--- src/design/fault_pkg.sv ---
// fault class definitions for the core health monitor
// source counts per class and bit positions inside each fault vector
`default_nettype none

package fault_pkg;

	// --------------------
	// class widths
	localparam int LUT_SRC_W  = 8;   // lutram parity sources
	localparam int BRAM_SRC_W = 7;   // block ram parity sources
	localparam int ECC_SRC_W  = 2;   // corrected single-bit ecc

	// --------------------
	// lutram source bits, msb first
	localparam int LUT_SRC_FETCH    = 7;
	localparam int LUT_SRC_DECODE   = 6;
	localparam int LUT_SRC_EXEC     = 5;
	localparam int LUT_SRC_XC       = 4;
	localparam int LUT_SRC_IMEM_IF  = 3;
	localparam int LUT_SRC_DMEM_IF  = 2;
	localparam int LUT_SRC_DMA      = 1;
	localparam int LUT_SRC_DRAMCTRL = 0;

	// bram parity source bits
	localparam int BRAM_SRC_DECODE    = 6;
	localparam int BRAM_SRC_EXEC      = 5;
	localparam int BRAM_SRC_XC        = 4;
	localparam int BRAM_SRC_ITLB_TAG  = 3;
	localparam int BRAM_SRC_ITLB_DATA = 2;
	localparam int BRAM_SRC_DTLB_TAG  = 1;
	localparam int BRAM_SRC_DTLB_DATA = 0;

	// ecc sources
	localparam int ECC_SRC_DECODE = 1;
	localparam int ECC_SRC_XC     = 0;

endpackage

`default_nettype wire

--- src/design/trace_pkg.sv ---
// flight recorder definitions
// trace record layout plus fifo depth, read lag and end-to-end delay
`default_nettype none

package trace_pkg;

	// --------------------
	// one committed instruction, 104 bits
	typedef struct packed {
		logic [31:0] inst;      // instruction word
		logic [31:0] ex_res;    // execute result
		logic [29:0] pc;        // word pc
		logic [5:0]  tid;       // thread id
		logic        annul;
		logic        replay;
		logic        icmiss;    // icache miss on fetch
		logic        dma_mode;
	} trace_record_t;

	// --------------------
	// recorder sizing
	localparam int FR_DEPTH = 32;          // records held in fifo
	localparam int FR_LAG   = 24;          // fill that starts reading

	// trace_in to trace_out, in cycles
	// one cycle to latch read start, one for the output register
	localparam int FR_DELAY = FR_LAG + 2;

endpackage

`default_nettype wire

--- src/design/sticky_fault_flag.sv ---
// sticky fault flag for one fault class
// registers the per-cycle strobes, ors them down and holds the result
// until reset; strobe to flag is 2 cycles
`timescale 1ns/1ns
`default_nettype none

module sticky_fault_flag #(
	parameter int WIDTH = fault_pkg::LUT_SRC_W
) (
	input  logic             clk,
	input  logic             rst,
	input  logic [WIDTH-1:0] err,     // per-cycle strobes
	output logic             flag     // sticky, any source seen
);

	logic [WIDTH-1:0] err_r;   // first stage, captured strobes

	// --------------------
	// capture, then reduce and hold
	always_ff @(posedge clk) begin
		if (rst) begin
			err_r <= '0;
			flag  <= 1'b0;
		end
		else begin
			err_r <= err;   // single-cycle pulses land here
			// once set, only reset clears it
			flag  <= flag | (|err_r);
		end
	end

endmodule

`default_nettype wire

--- src/design/trace_fifo.sv ---
// synchronous fifo for flight recorder trace records
// circular buffer with fill count, registered read data and a flag
// that is high while the fill is at or above the read lag
`timescale 1ns/1ns
`default_nettype none

module trace_fifo #(
	parameter int DEPTH = trace_pkg::FR_DEPTH
) (
	input  logic                     clk,
	input  logic                     rst,
	input  logic                     wr_en,
	input  trace_pkg::trace_record_t wr_data,
	input  logic                     rd_en,
	output trace_pkg::trace_record_t rd_data,     // valid the cycle after a read
	output logic                     lag_reached
);

	import trace_pkg::*;

	localparam int AW = (DEPTH > 1) ? $clog2(DEPTH) : 1;   // pointer width
	localparam int CW = $clog2(DEPTH + 1);                 // count reaches DEPTH

	trace_record_t mem [DEPTH];

	logic [AW-1:0] wr_ptr;
	logic [AW-1:0] rd_ptr;
	logic [CW-1:0] count;      // current fill
	logic          full;
	logic          empty;
	logic          do_wr;
	logic          do_rd;

	// --------------------
	// status and qualified strobes
	assign full  = (count == CW'(DEPTH));
	assign empty = (count == '0);
	assign do_rd = rd_en & ~empty;
	assign do_wr = wr_en & (~full | do_rd);   // a read frees one slot this cycle

	assign lag_reached = (count >= CW'(FR_LAG));

	// --------------------
	// storage
	always_ff @(posedge clk) begin
		if (do_wr)
			mem[wr_ptr] <= wr_data;
		if (do_rd)
			rd_data <= mem[rd_ptr];   // output register
	end

	// --------------------
	// pointers and fill count
	always_ff @(posedge clk) begin
		if (rst) begin
			wr_ptr <= '0;
			rd_ptr <= '0;
			count  <= '0;
		end
		else begin
			if (do_wr)
				wr_ptr <= (wr_ptr == AW'(DEPTH - 1)) ? '0 : wr_ptr + 1'b1;
			if (do_rd)
				rd_ptr <= (rd_ptr == AW'(DEPTH - 1)) ? '0 : rd_ptr + 1'b1;

			case ({do_wr, do_rd})
				2'b10:   count <= count + 1'b1;
				2'b01:   count <= count - 1'b1;
				default: count <= count;   // idle, or write and read together
			endcase
		end
	end

endmodule

`default_nettype wire

--- src/design/flight_recorder.sv ---
// flight recorder for committed instructions
// writes a record every cycle out of reset; once the fifo holds FR_LAG
// records it reads every cycle too, so trace_out is trace_in FR_DELAY
// cycles late
`timescale 1ns/1ns
`default_nettype none

module flight_recorder (
	input  logic                     clk,
	input  logic                     rst,
	input  trace_pkg::trace_record_t trace_in,
	output trace_pkg::trace_record_t trace_out,
	output logic                     trace_valid   // high from first read data on
);

	import trace_pkg::*;

	logic start_read;    // sticky, reading has begun
	logic lag_reached;
	logic wr_en;

	assign wr_en = ~rst;   // record on every cycle outside reset

	// --------------------
	// read start and output valid
	always_ff @(posedge clk) begin
		if (rst) begin
			start_read  <= 1'b0;
			trace_valid <= 1'b0;
		end
		else begin
			start_read  <= start_read | lag_reached;   // latch, hold until reset
			trace_valid <= start_read;                 // matches fifo read latency
		end
	end

	// --------------------
	// record buffer
	trace_fifo #(
		.DEPTH(FR_DEPTH)
	) u_fifo (
		.clk        (clk),
		.rst        (rst),
		.wr_en      (wr_en),
		.wr_data    (trace_in),
		.rd_en      (start_read),   // no back-pressure, fill stays constant
		.rd_data    (trace_out),
		.lag_reached(lag_reached)
	);

endmodule

`default_nettype wire

--- src/design/core_monitor_top.sv ---
// core health monitor top
// sticky flags for lutram, bram and ecc faults and for pipeline error
// mode, the two board leds, and the instruction flight recorder
`timescale 1ns/1ns
`default_nettype none

module core_monitor_top (
	input  logic                             clk,
	input  logic                             rst,
	// fault strobes
	input  logic [fault_pkg::LUT_SRC_W-1:0]  lut_err,
	input  logic [fault_pkg::BRAM_SRC_W-1:0] bram_err,
	input  logic [fault_pkg::ECC_SRC_W-1:0]  ecc_err,
	input  logic                             xc_error_mode,   // level from exception stage
	// sticky flags and leds
	output logic                             luterr,
	output logic                             bramerr,
	output logic                             sb_ecc,
	output logic                             error1_led,
	output logic                             error2_led,
	// trace
	input  trace_pkg::trace_record_t         trace_in,
	output trace_pkg::trace_record_t         trace_out,
	output logic                             trace_valid
);

	import fault_pkg::*;

	// --------------------
	// fault classes
	sticky_fault_flag #(.WIDTH(LUT_SRC_W)) u_lut_flag (
		.clk (clk),
		.rst (rst),
		.err (lut_err),
		.flag(luterr)
	);

	sticky_fault_flag #(.WIDTH(BRAM_SRC_W)) u_bram_flag (
		.clk (clk),
		.rst (rst),
		.err (bram_err),
		.flag(bramerr)
	);

	sticky_fault_flag #(.WIDTH(ECC_SRC_W)) u_ecc_flag (
		.clk (clk),
		.rst (rst),
		.err (ecc_err),
		.flag(sb_ecc)
	);

	// error mode is a single level, same 2-cycle sticky path
	sticky_fault_flag #(.WIDTH(1)) u_xc_flag (
		.clk (clk),
		.rst (rst),
		.err (xc_error_mode),
		.flag(error1_led)
	);

	// any seu class seen
	assign error2_led = luterr | bramerr | sb_ecc;

	// --------------------
	// flight recorder
	flight_recorder u_recorder (
		.clk        (clk),
		.rst        (rst),
		.trace_in   (trace_in),
		.trace_out  (trace_out),
		.trace_valid(trace_valid)
	);

endmodule

`default_nettype wire

--- config.mk ---
export PLATFORM = sky130hd
export DESIGN_NAME = core_monitor_top
export DESIGN_NICKNAME = d
export VERILOG_FILES = /design/src/design/fault_pkg.sv /design/src/design/trace_pkg.sv /design/src/design/sticky_fault_flag.sv /design/src/design/trace_fifo.sv /design/src/design/flight_recorder.sv /design/src/design/core_monitor_top.sv
export SDC_FILE = /design/constraint.sdc
export NUM_CORES = 2
export LEC_CHECK = 0
export BUFFER_PORTS_ARGS = -buffer_cell sky130_fd_sc_hd__buf_4
export CORE_MARGIN = 5
export CORE_UTILIZATION = 51
export CTS_CLUSTER_DIAMETER = 200
export DETAILED_ROUTE_END_ITERATION = 10
export GPL_ROUTABILITY_DRIVEN = 1
export PLACE_DENSITY_LB_ADDON = 0.05
export SETUP_SLACK_MARGIN = 0.2
export SLEW_MARGIN = 10
export SYNTH_ARGS = -nofsm -noshare
export SYNTH_HDL_FRONTEND = slang
export SYNTH_SLANG_ARGS = --single-unit
--- constraint.sdc ---
create_clock -name clk -period 8.75 [get_ports clk]
set_input_delay 0.4375 -clock clk [delete_from_list [all_inputs] [get_ports clk]]
set_output_delay 0.4375 -clock clk [all_outputs]
set_load 0.01 [all_outputs]
==> impl_metrics.csv <==
group,metric,value,unit
clocking,htree_levels,5,
synthesis,dominantRegCellSynth,"edfxtp_1",
sta,tns,0,ns
global_routing,overflow,0,
clocking,tritoncts,"yes",
critical_path,critPathMaxFanout,111,
sta,finClkSkew,0.0492,ns
final_layout,drive_above_1_share,18.9,%
clocking,cts_buffers,368,
sta,max_freq,247,MHz
synthesis,synth.avg_cell_area,21.1,µm²
critical_path,startpoint_type,"flop",
global_routing,grt_pass1_vias,65258,
synthesis,synthTopCellsByCount,"edfxtp_1 (3432), mux2i_1 (834), a22oi_1 (624), mux4_2 (416), nand3_1 (217)",
synthesis,seq_area_frac_synth,79.5,%
drt,vias,64585,
clocking,cts_root_buf,"clkbuf_16",
global_routing,grt_max_degree,146,
synthesis,synth_nets,6334,
run_status,status,"finished clean",
clocking,post_cts_resized,0,
synthesis,netlist-cell-type-count,45,
power,max-vdd-ir-drop,0.187,mV
sta,period_needed,4.05,ns
die,die_area,0.266,mm²
critical_path,r2r-start,"u_recorder.u_fifo.rd_ptr[2]",
synthesis,yosysMostFrequentCell,"edfxtp_1",
clocking,clk_path_buf_depth,4,
critical_path,cp.required,9.41,ns
final_layout,syn2layout_area_growth,14.6,%
critical_path,criticalPathCategory,"reg2reg",
sta,slew_headroom,18.1,%
global_routing,met2_usage,40.4,%
drt,detail-route-antenna-nets,0,
global_routing,antenna_found_initial,24,
global_routing,grt_use_total,25.3,%
global_routing,use_met3,4.47,%
critical_path,cp-end-kind,"flop",
hold_path,holdCritPathClass,"reg2reg",
sta,slew_violations,0,
clocking,path_clk_slew,0.06,ns
critical_path,worstRegToRegCells,6,
final_layout,fillers,18568,
die,io_pins,234,
synthesis,synth.area.top_cells,"edfxtp_1 (79%), mux4_2 (7.2%), mux2i_1 (6.4%)",
synthesis,ys_async_sr_fraction,0,%
synthesis,synth_warnings,0,
drt,wirelength,339,mm
synthesis,synth.largest_area_cell,"edfxtp_1",
critical_path,reg2reg_slack,4.70,ns
synthesis,synthCells,6198,
clocking,insertion_delay,0.94,ns
global_routing,busiest_layer,"met2",
place,place_inst,9579,
place,dp_hpwl,179,mm
sta,setup_viol,0,
global_routing,grt_pass1_wl,482,mm
sta,final_hold_viol_count,0,
synthesis,ys_seq_elements,3472,
critical_path,r2r-end,"u_recorder.u_fifo.rd_data[61]",
drt,routed_via_density,6.22,
critical_path,worstPathArrival,4.71,ns
hold_path,min_to,"u_xc_flag.flag",
drt,wire_per_inst,32.6,µm
die,die_h,516,µm
clocking,cts.sinks,3472,
power,power.density,228,mW/mm²
place,io_buffers,233,
die,coreArea,0.255,mm²
sta,timing.hold.ws,0.439,ns
synthesis,synth_edf_count,3432,
synthesis,syn_area,0.131,mm²
sta,rsz0062_at_grt,"false",
drt,first_pass_iters,5,
final_layout,stdcell_count,10378,
drt,drc,0,
place,place_congestion,0.747,
power,leakage,0.0448,µW
hold_path,timing.hold.worst_path_depth,2,
final_layout,fin_util,58.8,%
synthesis,synth_top_area_share,78.9,%
hold_path,worstHoldStart,"u_xc_flag.err_r",
final_layout,nets,6860,
die,start_util,51.3,%
sta,timing.final.crit_share,46.3,%
run,drv_cap,0,
drt,drt_iter0_markers,6603,
die,die_x,516,µm
sta,tightest_slew,1.23,ns
die,rows,185,
global_routing,grt_util_met1,36.6,%
==> per-layer routing <==
layer / part of all wire, % / vias up / wire, µm
li1: - / 27091 / -
met1: 43 / 34717 / 144000
met2: 48 / 2251 / 163000
met3: 6.6 / 516 / 22300
met4: 2.6 / 10 / 8720
met5: 0.019 / - / 64
==> cell families (layout without fill, tap and decap cells) <==
kind of cell,count (synthesis),count (layout),synth area share [%]
buffers and inverters,364,1169,1.20
muxes,1250,1250,13.6
other,0,9,0
DFF,3472,3472,79.5
AOI/OAI and AO/OA,661,661,3.79
and+or+nand+nor,437,437,1.79
adders and majority gates,12,12,0.121
xor gates and xnor gates,2,2,0.0134
==> layout make-up <==
| type | count | area (µm²) | share of cell area (%) |
|---|---|---|---|
| clock buffers | 455 | 9600 | 6.41 |
| well taps | 3366 | 4210 | 2.81 |
| flip-flops and latches | 3472 | 104000 | 69.4 |
| diodes | 9 | 22.5 | 0.0150 |
| multi-input cells | 2362 | 25500 | 17.0 |
| inverters | 7 | 33.8 | 0.0226 |
| clock inverters | 194 | 1950 | 1.31 |
| repair buffers | 513 | 4490 | 3.00 |
==> per-stage QoR <==
| stage | worst slack [ns] | area (µm²) | total power [µW] |
|---|---|---|---|
| finish | 4.70 | 150000 | 34100 |
| global route | 4.52 | 150000 | 35100 |
| CTS | 4.67 | 150000 | 34300 |
| detailed placement | 4.68 | 137000 | 19300 |
| global placement | 4.68 | 137000 | 19300 |
| floorplan | 2.76 | 131000 | 18900 |
==> power breakdown <==
| group | switching (µW) | internal, µW |
|---|---|---|
| registers | 27.1 | 18400 |
| clock network | 6140 | 8900 |
| logic | 445 | 159 |
| total | 6610 | 27400 |
==> registers in the layout, indices dropped and copies added (netlist names), 2 cells and up <==
signal,flops
u_recorder.u_fifo.mem,3328
u_recorder.u_fifo.rd_data,104
u_lut_flag.err_r,8
u_bram_flag.err_r,7
u_recorder.u_fifo.count,6
u_recorder.u_fifo.rd_ptr,5
u_recorder.u_fifo.wr_ptr,5
u_ecc_flag.err_r,2
==> cells in the final DEF (no fill, tap or decap), drive strengths merged, types with 39 or more instances in the layout <==
cell type	synthesis	final
edfxtp	3432	3432
nor2	45	45
bufinv	0	39
clkbuf	164	455
clkinv	0	137
buf	193	372
mux2i	834	834
nand4	105	105
a22oi	624	624
dlygate4sd3	0	141
dfxtp	40	40
mux4	416	416
nand3	217	217
==> worst max path at each step <==
stage / startpoint / endpoint / slack [ns] / depth (start not counted)
3_3_place_gp: u_recorder.u_fifo.rd_ptr[2] / u_recorder.u_fifo.rd_data[2] / 4.68 / 6
6_report: u_recorder.u_fifo.rd_ptr[2] / u_recorder.u_fifo.rd_data[61] / 4.70 / 6
5_1_grt: u_recorder.u_fifo.rd_ptr[2] / u_recorder.u_fifo.rd_data[73] / 4.52 / 6
2_1_floorplan: u_recorder.u_fifo.count[1] / u_recorder.u_fifo.mem[28][0] / 2.76 / 5
4_1_cts: u_recorder.u_fifo.rd_ptr[2] / u_recorder.u_fifo.rd_data[2] / 4.67 / 6
3_5_place_dp: u_recorder.u_fifo.rd_ptr[2] / u_recorder.u_fifo.rd_data[2] / 4.68 / 6
==> timing repair <==
item                                   4_1_cts  5_1_grt
buffers inserted                             0        0
endpoints found under the hold margin     3365        0
hold buffers                               141        0
==> critical path, stage by stage, from the launching register on <==
cell and delay (ns):
dfxtp_4 0.70, buf_4 0.60, buf_12 0.51, buf_4 0.75
mux4_2 0.41, a22oi_1 0.22, nand4_1 0.12
(Power assumes the default switching activity.)
